==> config.mk <==
export PLATFORM = sky130hd
export DESIGN_NAME = pic_top
export DESIGN_NICKNAME = d
export VERILOG_FILES = /design/src/source/pic_pkg.sv /design/src/source/pic_sequencer.sv /design/src/source/pic_command_registers.sv /design/src/source/pic_request_register.sv /design/src/source/pic_priority_resolver.sv /design/src/source/pic_in_service.sv /design/src/source/pic_data_output.sv /design/src/source/pic_top.sv
export SDC_FILE = /design/constraint.sdc
export NUM_CORES = 1
export LEC_CHECK = 0
export ABC_AREA = 1
export CORE_MARGIN = 3
export CORE_UTILIZATION = 55
export CTS_CLUSTER_DIAMETER = 30
export DETAILED_ROUTE_END_ITERATION = 8
export DONT_BUFFER_PORTS = 1
export GPL_TIMING_DRIVEN = 0
export PLACE_DENSITY_LB_ADDON = 0.08
export SLEW_MARGIN = 5
export SYNTH_ARGS = -nofsm -noshare
export SYNTH_HDL_FRONTEND = slang
export SYNTH_SLANG_ARGS = --single-unit
==> constraint.sdc <==
create_clock -name clock -period 2.1 [get_ports clock]
set_clock_uncertainty 0.15 [all_clocks]
set_input_delay 0.105 -clock clock [delete_from_list [all_inputs] [get_ports clock]]
set_output_delay 0.105 -clock clock [all_outputs]
set_load 0.01 [all_outputs]
==> src/source/pic_pkg.sv <==
// Shared widths, bit positions and command codes for an 8086-mode interrupt controller
// Single device only: cascade, poll, rotation and special mask fields are not decoded
// ICW4 contributes only its AEOI bit
package pic_pkg;

    localparam int NUM_IRQ = 8;

    typedef logic [7:0]         data_t;
    typedef logic [NUM_IRQ-1:0] irq_vec_t;
    typedef logic [2:0]         irq_level_t;
    typedef logic [4:0]         vector_base_t;

    typedef enum logic [1:0] {INIT_READY, INIT_ICW2, INIT_ICW4} init_state_t;
    typedef enum logic [1:0] {ACK_IDLE, ACK_FIRST, ACK_WAIT, ACK_SECOND} ack_state_t;

    // Command selection at address 0
    localparam int ICW1_SELECT_BIT = 4;
    localparam int OCW3_SELECT_BIT = 3;

    // ICW1 and ICW4 fields
    localparam int ICW1_LTIM_BIT = 3;
    localparam int ICW1_IC4_BIT  = 0;
    localparam int ICW4_AEOI_BIT = 1;

    // OCW3 read register select
    localparam int OCW3_RR_BIT  = 1;
    localparam int OCW3_RIS_BIT = 0;

    // OCW2 command field and EOI codes
    localparam int         OCW2_CODE_MSB    = 7;
    localparam int         OCW2_CODE_LSB    = 5;
    localparam logic [2:0] EOI_NON_SPECIFIC = 3'b001;
    localparam logic [2:0] EOI_SPECIFIC     = 3'b011;

    localparam irq_vec_t   IMR_RESET      = 8'hFF;
    // Reported when an acknowledge finds nothing pending
    localparam irq_level_t SPURIOUS_LEVEL = 3'd7;

endpackage

==> src/source/pic_sequencer.sv <==
`timescale 1ns/1ps
// Write decoder, initialization tracking and INTA sequencer
// OCW writes that arrive before initialization completes are dropped
// INTA edges are found from one registered sample per clock
module pic_sequencer (
    input  logic            clock,
    input  logic            reset,
    input  logic            write_enable,
    input  logic            address,
    input  pic_pkg::data_t  data_in,
    input  logic            interrupt_acknowledge_n,
    input  logic            request_pending,
    input  logic            needs_icw4,
    output logic            write_icw1,
    output logic            write_icw2,
    output logic            write_icw4,
    output logic            write_ocw1,
    output logic            write_ocw2,
    output logic            write_ocw3,
    output logic            latch_in_service,
    output logic            end_of_acknowledge,
    output logic            vector_phase,
    output logic            freeze,
    output logic            interrupt_to_cpu
);

    pic_pkg::init_state_t  init_state;
    pic_pkg::ack_state_t   ack_state;
    pic_pkg::ack_state_t   ack_next;
    logic                  inta_q;
    logic                  inta_fall;
    logic                  inta_rise;
    logic                  write_cmd;
    logic                  write_data;
    logic                  init_done;

    assign write_cmd  = write_enable & ~address;
    assign write_data = write_enable & address;
    assign init_done  = (init_state == pic_pkg::INIT_READY);

    // Address 0 decode, ICW1 wins over the OCWs
    assign write_icw1 = write_cmd & data_in[pic_pkg::ICW1_SELECT_BIT];
    assign write_ocw3 = write_cmd & init_done & ~data_in[pic_pkg::ICW1_SELECT_BIT]
                        & data_in[pic_pkg::OCW3_SELECT_BIT];
    assign write_ocw2 = write_cmd & init_done & ~data_in[pic_pkg::ICW1_SELECT_BIT]
                        & ~data_in[pic_pkg::OCW3_SELECT_BIT];

    // Address 1 depends on where initialization stands
    assign write_icw2 = write_data & (init_state == pic_pkg::INIT_ICW2);
    assign write_icw4 = write_data & (init_state == pic_pkg::INIT_ICW4);
    assign write_ocw1 = write_data & init_done;

    always_ff @(posedge clock) begin
        if (reset) begin
            init_state <= pic_pkg::INIT_READY;
        end else if (write_icw1) begin
            init_state <= pic_pkg::INIT_ICW2;
        end else if (write_icw2) begin
            init_state <= needs_icw4 ? pic_pkg::INIT_ICW4 : pic_pkg::INIT_READY;
        end else if (write_icw4) begin
            init_state <= pic_pkg::INIT_READY;
        end
    end

    assign inta_fall = inta_q & ~interrupt_acknowledge_n;
    assign inta_rise = ~inta_q & interrupt_acknowledge_n;

    always_comb begin
        case (ack_state)
            pic_pkg::ACK_IDLE:   ack_next = inta_fall ? pic_pkg::ACK_FIRST : ack_state;
            pic_pkg::ACK_FIRST:  ack_next = inta_rise ? pic_pkg::ACK_WAIT : ack_state;
            pic_pkg::ACK_WAIT:   ack_next = inta_fall ? pic_pkg::ACK_SECOND : ack_state;
            pic_pkg::ACK_SECOND: ack_next = inta_rise ? pic_pkg::ACK_IDLE : ack_state;
            default:             ack_next = pic_pkg::ACK_IDLE;
        endcase
    end

    always_ff @(posedge clock) begin
        if (reset) begin
            inta_q    <= 1'b1;
            ack_state <= pic_pkg::ACK_IDLE;
        end else begin
            inta_q    <= interrupt_acknowledge_n;
            ack_state <= ack_next;
        end
    end

    assign latch_in_service   = (ack_state == pic_pkg::ACK_IDLE) & inta_fall;
    assign end_of_acknowledge = (ack_state == pic_pkg::ACK_SECOND) & inta_rise;
    assign vector_phase       = (ack_state == pic_pkg::ACK_SECOND);
    assign freeze             = (ack_state != pic_pkg::ACK_IDLE);

    // INT follows the resolver when idle and is held through an acknowledge
    always_ff @(posedge clock) begin
        if (reset || end_of_acknowledge) begin
            interrupt_to_cpu <= 1'b0;
        end else if (ack_state == pic_pkg::ACK_IDLE) begin
            interrupt_to_cpu <= request_pending;
        end
    end

endmodule

==> src/source/pic_command_registers.sv <==
`timescale 1ns/1ps
// Initialization and operation configuration registers
// Strobes arrive already decoded and mutually exclusive
module pic_command_registers (
    input  logic                   clock,
    input  logic                   reset,
    input  pic_pkg::data_t         data_in,
    input  logic                   write_icw1,
    input  logic                   write_icw2,
    input  logic                   write_icw4,
    input  logic                   write_ocw1,
    input  logic                   write_ocw3,
    output logic                   level_triggered,
    output logic                   needs_icw4,
    output logic                   auto_eoi,
    output pic_pkg::vector_base_t  vector_base,
    output pic_pkg::irq_vec_t      interrupt_mask,
    output logic                   read_isr
);

    always_ff @(posedge clock) begin
        if (reset) begin
            level_triggered <= 1'b0;
            needs_icw4      <= 1'b0;
            auto_eoi        <= 1'b0;
            vector_base     <= '0;
            interrupt_mask  <= pic_pkg::IMR_RESET;
            read_isr        <= 1'b0;
        end else begin
            // A new ICW1 starts from an unmasked, non-AEOI setup
            if (write_icw1) begin
                level_triggered <= data_in[pic_pkg::ICW1_LTIM_BIT];
                needs_icw4      <= data_in[pic_pkg::ICW1_IC4_BIT];
                auto_eoi        <= 1'b0;
                interrupt_mask  <= '0;
            end
            // T7-T3 of the vector
            if (write_icw2) begin
                vector_base <= data_in[7:3];
            end
            if (write_icw4) begin
                auto_eoi <= data_in[pic_pkg::ICW4_AEOI_BIT];
            end
            if (write_ocw1) begin
                interrupt_mask <= data_in;
            end
            if (write_ocw3 && data_in[pic_pkg::OCW3_RR_BIT]) begin
                read_isr <= data_in[pic_pkg::OCW3_RIS_BIT];
            end
        end
    end

endmodule

==> src/source/pic_request_register.sv <==
`timescale 1ns/1ps
// Interrupt request register, edge or level triggered
// Level mode expects the line to drop before the EOI of its level
module pic_request_register (
    input  logic               clock,
    input  logic               reset,
    input  pic_pkg::irq_vec_t  interrupt_request,
    input  logic               level_triggered,
    input  logic               freeze,
    input  logic               write_icw1,
    input  pic_pkg::irq_vec_t  clear_request,
    output pic_pkg::irq_vec_t  request_register
);

    pic_pkg::irq_vec_t  request_q;
    pic_pkg::irq_vec_t  request_rise;

    assign request_rise = interrupt_request & ~request_q;

    always_ff @(posedge clock) begin
        if (reset) begin
            request_q <= '0;
        end else begin
            request_q <= interrupt_request;
        end
    end

    always_ff @(posedge clock) begin
        if (reset || write_icw1) begin
            request_register <= '0;
        end else if (freeze) begin
            // No new requests during an acknowledge
            request_register <= request_register & ~clear_request;
        end else if (level_triggered) begin
            request_register <= interrupt_request & ~clear_request;
        end else begin
            request_register <= (request_register | request_rise) & ~clear_request;
        end
    end

endmodule

==> src/source/pic_priority_resolver.sv <==
`timescale 1ns/1ps
// Fixed priority resolver, IR0 highest, fully nested
// One-hot vectors compare numerically, a lower value means a higher priority
module pic_priority_resolver (
    input  pic_pkg::irq_vec_t  request_register,
    input  pic_pkg::irq_vec_t  interrupt_mask,
    input  pic_pkg::irq_vec_t  in_service,
    output pic_pkg::irq_vec_t  selected_request,
    output logic               request_pending,
    output pic_pkg::irq_vec_t  highest_in_service
);

    pic_pkg::irq_vec_t  unmasked;

    assign unmasked = request_register & ~interrupt_mask;

    // Lowest set bit of each vector
    assign selected_request   = unmasked & (~unmasked + pic_pkg::irq_vec_t'(1));
    assign highest_in_service = in_service & (~in_service + pic_pkg::irq_vec_t'(1));

    // Must beat every level already in service
    assign request_pending = (selected_request != '0)
                             && ((highest_in_service == '0)
                                 || (selected_request < highest_in_service));

endmodule

==> src/source/pic_in_service.sv <==
`timescale 1ns/1ps
// In-service register with acknowledged level and EOI handling
// A spurious acknowledge records level 7 without setting an ISR bit
module pic_in_service (
    input  logic                 clock,
    input  logic                 reset,
    input  pic_pkg::data_t       data_in,
    input  logic                 write_icw1,
    input  logic                 write_ocw2,
    input  logic                 latch_in_service,
    input  logic                 end_of_acknowledge,
    input  logic                 auto_eoi,
    input  pic_pkg::irq_vec_t    selected_request,
    input  pic_pkg::irq_vec_t    highest_in_service,
    output pic_pkg::irq_vec_t    in_service,
    output pic_pkg::irq_vec_t    clear_request,
    output pic_pkg::irq_level_t  acknowledged_level
);

    pic_pkg::irq_level_t  selected_level;
    pic_pkg::irq_vec_t    eoi_clear;
    logic [2:0]           ocw2_code;

    assign ocw2_code = data_in[pic_pkg::OCW2_CODE_MSB:pic_pkg::OCW2_CODE_LSB];

    always_comb begin
        selected_level = pic_pkg::SPURIOUS_LEVEL;
        for (int i = pic_pkg::NUM_IRQ - 1; i >= 0; i--) begin
            if (selected_request[i]) begin
                selected_level = pic_pkg::irq_level_t'(i);
            end
        end
    end

    // The request moves from IRR into ISR
    assign clear_request = latch_in_service ? selected_request : '0;

    always_comb begin
        eoi_clear = '0;
        if (end_of_acknowledge && auto_eoi) begin
            eoi_clear = pic_pkg::irq_vec_t'(1) << acknowledged_level;
        end
        if (write_ocw2 && (ocw2_code == pic_pkg::EOI_NON_SPECIFIC)) begin
            eoi_clear = eoi_clear | highest_in_service;
        end
        if (write_ocw2 && (ocw2_code == pic_pkg::EOI_SPECIFIC)) begin
            eoi_clear = eoi_clear | (pic_pkg::irq_vec_t'(1) << data_in[2:0]);
        end
    end

    always_ff @(posedge clock) begin
        if (reset || write_icw1) begin
            in_service <= '0;
        end else begin
            in_service <= (in_service | clear_request) & ~eoi_clear;
        end
    end

    always_ff @(posedge clock) begin
        if (latch_in_service) begin
            acknowledged_level <= selected_level;
        end
    end

endmodule

==> src/source/pic_data_output.sv <==
`timescale 1ns/1ps
// Registered data output for the INTA vector and register read-back
// data_out is only meaningful while data_out_valid is high
module pic_data_output (
    input  logic                   clock,
    input  logic                   reset,
    input  logic                   read_enable,
    input  logic                   address,
    input  logic                   read_isr,
    input  pic_pkg::irq_vec_t      request_register,
    input  pic_pkg::irq_vec_t      in_service,
    input  pic_pkg::irq_vec_t      interrupt_mask,
    input  logic                   vector_phase,
    input  pic_pkg::vector_base_t  vector_base,
    input  pic_pkg::irq_level_t    acknowledged_level,
    output pic_pkg::data_t         data_out,
    output logic                   data_out_valid
);

    always_ff @(posedge clock) begin
        if (reset) begin
            data_out_valid <= 1'b0;
        end else begin
            data_out_valid <= vector_phase | read_enable;
        end
    end

    // Vector takes precedence over a read strobe
    always_ff @(posedge clock) begin
        if (vector_phase) begin
            data_out <= {vector_base, acknowledged_level};
        end else if (read_enable) begin
            if (address) begin
                data_out <= interrupt_mask;
            end else if (read_isr) begin
                data_out <= in_service;
            end else begin
                data_out <= request_register;
            end
        end
    end

endmodule

==> src/source/pic_top.sv <==
`timescale 1ns/1ps
// Single 8086-mode interrupt controller with fixed priority, IR0 highest
// Register accesses are one-cycle strobes and read data is valid for one cycle only
// INTA pulses must be low and high for at least two clocks each
module pic_top (
    input  logic               clock,
    input  logic               reset,
    input  logic               write_enable,
    input  logic               read_enable,
    input  logic               address,
    input  pic_pkg::data_t     data_in,
    output pic_pkg::data_t     data_out,
    output logic               data_out_valid,
    input  pic_pkg::irq_vec_t  interrupt_request,
    output logic               interrupt_to_cpu,
    input  logic               interrupt_acknowledge_n
);

    logic                   write_icw1;
    logic                   write_icw2;
    logic                   write_icw4;
    logic                   write_ocw1;
    logic                   write_ocw2;
    logic                   write_ocw3;
    logic                   latch_in_service;
    logic                   end_of_acknowledge;
    logic                   vector_phase;
    logic                   freeze;
    logic                   request_pending;

    logic                   level_triggered;
    logic                   needs_icw4;
    logic                   auto_eoi;
    logic                   read_isr;
    pic_pkg::vector_base_t  vector_base;
    pic_pkg::irq_vec_t      interrupt_mask;

    pic_pkg::irq_vec_t      request_register;
    pic_pkg::irq_vec_t      selected_request;
    pic_pkg::irq_vec_t      highest_in_service;
    pic_pkg::irq_vec_t      in_service;
    pic_pkg::irq_vec_t      clear_request;
    pic_pkg::irq_level_t    acknowledged_level;

    // Port names match the internal nets throughout
    pic_sequencer u_sequencer (.*);

    pic_command_registers u_command_registers (.*);

    pic_request_register u_request_register (.*);

    pic_priority_resolver u_priority_resolver (.*);

    pic_in_service u_in_service (.*);

    pic_data_output u_data_output (.*);

endmodule

== Word-level counts from Yosys, hierarchy flattened ==
Cells that the tools add are included.

* Input bits: 22
* Output and inout port bits: 10
* Logic and storage cells: 124
* Bits in registers: 59

* Eq/ne operators: 11
* Muxes and demuxes: 29
* Magnitude comparators: 1
* Add/sub/neg operators: 2
* Reductions and logical operators: 22
* Bitwise operators: 38
* Shifts and indexed selects: 2

{| class="wikitable"
|+ Operators with widths
! cell !! number
|-
| $mux W8 || 12
|-
| $and A8 B8 Y8 || 8
|-
| $not A8 Y8 || 6
|-
| $or A8 B8 Y8 || 4
|-
| $mux W2 || 11
|-
| $add A8 B1 Y8 const B || 2
|-
| $shl A1 B3 Y8 const A || 2
|-
| $and A1 B1 Y1 || 14
|-
| $reduce_bool A2 Y1 || 5
|-
| $logic_not A8 Y1 || 1
|-
| $lt A8 B8 Y1 || 1
|-
| $pmux W2 S4 || 1
|-
| $reduce_bool A8 Y1 || 1
|-
| $eq A2 B2 Y1 const B || 3
|-
| $ne A2 B1 Y1 const B || 3
|-
| $logic_and A1 B1 Y1 || 5
|-
| $mux W1 || 5
|-
| $not A1 Y1 || 5
|-
| $eq A2 B1 Y1 const B || 2
|-
| $logic_not A2 Y1 || 2
|-
| $reduce_and A4 Y1 || 1
|-
| $reduce_or A2 Y1 || 2
|-
| $reduce_or A4 Y1 || 1
|-
| $eq A3 B1 Y1 const B || 1
|-
| other kinds (5) || 7
|}

== Longest topological paths before layout ==
* Word-level depth: 11
* Depth in mapped cells: 18
* Depth with buffers taken out: 18

== Modules after synthesis ==
From an unflattened synthesis, not the netlist that was laid out.

* Cells, all modules: 539
* Area total of the unflattened synthesis: 3570.9 um2

{| class="wikitable"
|+ By module, submodules not included
! module !! cells each !! instances !! area an instance (um2) !! sequential area each (um2)
|-
| pic_in_service || 138 || 1 || 790.8 || 250.2
|-
| pic_request_register || 94 || 1 || 685.7 || 320.3
|-
| pic_command_registers || 79 || 1 || 616.8 || 340.3
|-
| pic_data_output || 83 || 1 || 591.8 || 260.2
|-
| pic_priority_resolver || 82 || 1 || 459.2 || 0.0
|-
| pic_sequencer || 63 || 1 || 426.7 || 120.1
|}

== Worst setup path before layout ==
OpenSTA, ideal clock, no wires.

* Path type: reg2reg
* Start point: reg u_in_service.in_service[1]
* End point: reg u_sequencer.interrupt_to_cpu
* Buffers on the path: 0
* Data required time: 1.824 ns
* Clock period less this slack: 1.889 ns
* Arrival: 1.613 ns
* Stages on the path, launching flop included: 15
* Setup slack: 0.211 ns
* Library setup time: 0.126 ns
* Cells stage by stage: dfxtp_1 > nor2_1 > nand2_1 > nor3_1 > inv_1 > nor3_1 > inv_1 > ha_1 > nand2_1 > inv_1 > nand2_1 > nand2_1 > nand2_1 > nand2_1 > a21oi_2

* Cells in the longest elaborated chain, start to end: 6
* Elaborated cells on any way between the ends: 7
* Those cells by class: add/sub: 1; order compare: 1; bitwise: 2; reduce/logical: 3

{| class="wikitable"
|+ Ends and longest elaborated chain
! what !! line !! text
|-
| start, declared || pic_in_service.sv:15 || <nowiki>output pic_pkg::irq_vec_t in_service,</nowiki>
|-
| start signal, assigned || pic_in_service.sv:55 || <nowiki>in_service <= (in_service | clear_request) & ~eoi_clear;</nowiki>
|-
| $not A8 Y8 || pic_priority_resolver.sv:19 || <nowiki>assign highest_in_service = in_service & (~in_service + pic_pkg::irq_vec_t'(1));</nowiki>
|-
| $add A8 B1 Y8 || pic_priority_resolver.sv:19 ||
|-
| $and A8 B8 Y8 (*) || pic_priority_resolver.sv:19 ||
|-
| $lt A8 B8 Y1 / $logic_not A8 Y1 (equally long branches) || pic_priority_resolver.sv:24, pic_priority_resolver.sv:23 ||
|-
| $logic_or A1 B1 Y1 (*) || pic_priority_resolver.sv:24 || <nowiki>|| (selected_request < highest_in_service));</nowiki>
|-
| $logic_and A1 B1 Y1 (*) || pic_priority_resolver.sv:23 || <nowiki>&& ((highest_in_service == '0)</nowiki>
|-
| end signal, assigned || pic_sequencer.sv:98 || <nowiki>interrupt_to_cpu <= request_pending;</nowiki>
|-
| end, declared || pic_sequencer.sv:24 || <nowiki>output logic interrupt_to_cpu</nowiki>
|}

Mark *: on every way between the ends. The rest lies on a longest branch, timed or not.
A chain may end at the register's enable or synchronous reset.

== Worst setup path after layout ==
* Start point: reg u_command_registers.interrupt_mask[1]
* End point: reg u_sequencer.interrupt_to_cpu

* Cells in the longest elaborated chain, start to end: 8
* Elaborated cells on any way between the ends: 9
* Those cells by class: add/sub: 1; order compare: 1; bitwise: 4; reduce/logical: 3

{| class="wikitable"
|+ Ends and longest elaborated chain
! what !! line !! text
|-
| start, declared || pic_command_registers.sv:17 || <nowiki>output pic_pkg::irq_vec_t interrupt_mask,</nowiki>
|-
| start signal, assigned || pic_command_registers.sv:27 || <nowiki>interrupt_mask <= pic_pkg::IMR_RESET;</nowiki>
|-
| start signal, assigned || pic_command_registers.sv:45 || <nowiki>interrupt_mask <= data_in;</nowiki>
|-
| $not A8 Y8 (*) || pic_priority_resolver.sv:15 || <nowiki>assign unmasked = request_register & ~interrupt_mask;</nowiki>
|-
| $and A8 B8 Y8 (*) || pic_priority_resolver.sv:15 ||
|-
| $not A8 Y8 || pic_priority_resolver.sv:18 || <nowiki>assign selected_request = unmasked & (~unmasked + pic_pkg::irq_vec_t'(1));</nowiki>
|-
| $add A8 B1 Y8 || pic_priority_resolver.sv:18 ||
|-
| $and A8 B8 Y8 (*) || pic_priority_resolver.sv:18 ||
|-
| $lt A8 B8 Y1 || pic_priority_resolver.sv:24 ||
|-
| $logic_or A1 B1 Y1 || pic_priority_resolver.sv:24 ||
|-
| $logic_and A1 B1 Y1 (*) || pic_priority_resolver.sv:23 ||
|}

Marked as above.

==> summary.txt <==
Run status
  • Status: complete, no violations

Placed design
  • IO buf count: 0
  • Final GP Congestion: 0.952
  • Post-DP HPWL: 6090 um

Pwr
  • Combinational Power Share: approximately 22%
  • Leak Pwr: 1.64 nW
  • Power per cell area: 828 mW/mm^2
  • Switching share of total power: 33.0%
  • Int Pwr: 0.00211 W
  • Peak supply drop: 0.659 mV
  • Register share of total power: 45.2%
  • Final total power: approximately 0.0031 W
  • Clk pwr share: 32.4%
  • Switch Pwr: 0.00104 W

Drt
  • Starting DRT DRC Count: approximately 290
  • Post-route DRC: 0
  • First-pass iteration count of the detailed router: 5
  • Via density: approximately 5.6
  • Detail Route Antenna Nets: 0
  • Vias: roughly 3,000
  • Total Routed Length: 8400 um
  • Routed length per instance: 16.1 um

Timing
  • Min Tclk post-route: about 2.1 ns
  • Final setup fails: 0
  • Fin. max-slew vios: 0
  • Hold Slack: 0.0493 ns
  • Fmax: 0.478 GHz
  • RSZ-0062 raised after global routing: true
  • Final hold viol count: 0
  • Fin crit share: roughly 100%
  • Worst slew pin tran: 0.495 ns
  • Slew headroom: between 60 and 70%

Synth
  • Synth async-reset ratio: 0%
  • Post-synth EDFFs: 11
  • Post-Syn Area: 0.00312 mm^2
  • Mapped Nets: 435
  • Syn Area/Cell: 7.74 um^2
  • Most used DFF post-synth: dfxtp_1
  • Sequential area share after synthesis: 41.4%
  • Count of different cell masters after synthesis: 37
  • Mapped Cells: 403
  • Post-synthesis register bit count: 59
  • YS warnings: 0

Critical path
  • CP arrival: ~2.2 ns
  • Critical path's slowest cell: dfxtp_2
  • CP max FO: 4
  • Max incr delay on CP: 0.33 ns
  • Worst Reg-to-Reg Cells: 18
  • Critical path class: reg -> reg
  • CP Launch Type: flop
  • WP data required: 2.17 ns
  • Crit end category: flop
  • Worst setup endpoint: u_sequencer.interrupt_to_cpu$_SDFFE_PP0P_
  • Worst path cell trace: inv_2 -> nand2_4 -> nand2_8 -> inv_1 -> nand4_1 -> inv_1 -> ha_4 -> nand2_1 -> inv_1 -> nand2_1 -> nand2_1 -> nand3_1 -> nand2_1 -> nand2_2 -> nand2_1 -> nand2_1 -> nand2_2 -> a21oi_2
  • CP most frequent cell: nand2_1
  • Worst R2R Start: u_command_registers.interrupt_mask[1]$_SDFFE_PP1P_
  • Worst setup startpoint: u_command_registers.interrupt_mask[1]$_SDFFE_PP1P_
  • R2r endpoint: u_sequencer.interrupt_to_cpu$_SDFFE_PP0P_
  • R2r setup slk: 0.01 ns

Run
  • Max-Cap Viols: 0

CTS
  • CTS tree: built
  • Clock Pin Slew Worst Setup and Hold Paths: 0.07 ns
  • Worst-Skew Late Latency: 0.34 ns
  • Longest Clk Path Bufs: 2
  • H-tree Lvls: 3
  • Clk root buf: clkbuf_8
  • CTS Buf Count: 9
  • Clock Sinks: 59

Global route
  • First-pass GRT wire length: 13,700 um
  • Antenna violations before repair: 0
  • Pin count of the biggest net entering global routing: 12
  • Total grt overflow: 0
  • Gr usage total: between 20% and 30%
  • Number of global-route vias before repair: 2,875

Hold path
  • Type of the worst min-delay path: in -> reg
  • Hold wc startpoint: address

Final layout
  • Util after Layout: 71.6%
  • N_diodes: 0
  • Most frequent cells in the layout: inv_1 (70), nand2_1 (66), dfxtp_1 (38), nor2_1 (34), o21ai_0 (31)
  • Leading cell type in the layout, fill and taps excluded: inv_1
  • Area growth, synth to finish: 21.7%
  • Nets@finish: 480
  • Share of layout cells above drive strength 1: 16.6%

Die
  • Die width: just over 80 um
  • Core box area: 0.00530 mm^2
  • Die ar.: approximately 0.0066 mm^2
  • Initial core utilization: between 50% and 60%
  • # rows: 26
  • Die height: slightly above 80 um
  • Io pins: 32
final cells by class:
cell class | instances | area [um^2]
multi-input cells | 257 | 1560
fillers | 409 | 1500
flip-flops and latches | 59 | 1310
repair buffers | 34 | 313
inverters | 78 | 293
clock buffers | 12 | 166
well taps | 70 | 87.6
plain buffers | 9 | 41.3
clock inverters | 4 | 28.8
power groups by stage:
stage,clock [W],combinational [W],sequential [W]
2_1_floorplan,0,0.000480,0.00141
3_3_place_gp,0,0.000604,0.00143
3_5_place_dp,0,0.000622,0.00144
4_1_cts,0.00103,0.000672,0.00141
5_1_grt,0.00108,0.000793,0.00144
6_report,0.00102,0.000705,0.00142
synth_stat cells, types with 2 or more instances:
library cell   n  share of area, %
nor3_1        11               1.8
edfxtp_1      11                11
nor4_1         2              0.40
dfxtp_1       48                31
clkbuf_1       6              0.72
ha_1          10               4.0
a31oi_1        2              0.40
nand2_1       71               8.5
o221ai_1       8               2.2
o211ai_1      19               4.6
inv_2          4              0.48
nand2_2        4              0.80
nor2_1        36               4.3
nor3_4         3               1.6
o21ai_0       31               5.0
nand2_4        3               1.1
nand4_1        5               1.0
a21oi_1       15               2.4
inv_1         74               8.9
nand3_1       16               2.6
a211oi_1       7               1.7
buf_1          2              0.24
sequential cells by signal, summed over array words and instances, names as in the netlist:
| name | flops |
|---|---|
| u_command_registers.level_triggered | 1 |
| u_request_register.request_register | 8 |
| u_in_service.in_service | 8 |
| u_data_output.data_out | 8 |
| u_sequencer.inta_q | 1 |
| u_command_registers.auto_eoi | 1 |
| u_sequencer.init_state | 2 |
| u_in_service.acknowledged_level | 3 |
| u_command_registers.vector_base | 5 |
| u_command_registers.read_isr | 1 |
| u_data_output.data_out_valid | 1 |
| u_command_registers.needs_icw4 | 1 |
| u_sequencer.interrupt_to_cpu | 1 |
| u_command_registers.interrupt_mask | 8 |
| u_sequencer.ack_state | 2 |
| u_request_register.request_q | 8 |
worst min path at each step:
stage	endpoint	slack (ns)	cells past startpoint
2_1_floorplan	u_command_registers.read_isr$_SDFFE_PP0P_	0.03	1
3_3_place_gp	u_command_registers.read_isr$_SDFFE_PP0P_	0.04	1
3_5_place_dp	u_command_registers.read_isr$_SDFFE_PP0P_	0.04	1
4_1_cts	u_command_registers.level_triggered$_SDFFE_PP0P_	0.03	4
5_1_grt	u_sequencer.init_state[0]$_SDFFE_PP0P_	0.07	5
6_report	u_command_registers.level_triggered$_SDFFE_PP0P_	0.05	4
timing repair:
action / CTS / global route
endpoints found under the hold margin: 45 / 0
resized for setup: 8 / 21
gates cloned: 0 / 0
pin swaps: 2 / 17
setup buffers: 2 / 9
endpoints found under the setup margin: 1 / 1
hold buffers: 23 / 0
layer usage:
layer / up-vias / track usage, % / part of all wire [%]
met5: - / 0 / 0
met3: 25 / 7.43 / 7.6
li1: 1437 / - / -
met4: 0 / 9.97 / 2.7
met1: 1367 / 35.8 / 43
met2: 120 / 46.1 / 47
worst max-delay path, delay by kind of cell (launching register included):
family / cells / cell delay, ns
buffers and inverters: 4 / 0.25
adder cells (fa/ha/maj): 1 / 0.27
AO/OA/AOI/OAI: 1 / 0.06
AND/OR/NAND/NOR: 12 / 0.90
flip-flops: 1 / 0.33
through the flow:
step	setup WS [ns]	std cells	instance area [um^2]	setup TNS [ns]
final	0.00988	523	3800	0
after floorplan	0.211	403	3120	0
after global placement	-0.268	473	3210	-0.268
after CTS	0.0117	514	3670	0
after global routing	-0.123	523	3800	-0.123
after detailed placement	-0.267	473	3210	-0.267
cell families after synthesis:
| logic type | Yosys count | synth area share, % |
|---|---|---|
| flops | 59 | 41.4 |
| fa+ha+maj | 10 | 4.01 |
| buf+inv | 87 | 10.7 |
| compound gates | 91 | 19.8 |
| simple gates | 156 | 24.1 |
Note: power is estimated with default switching activity, not from simulation.
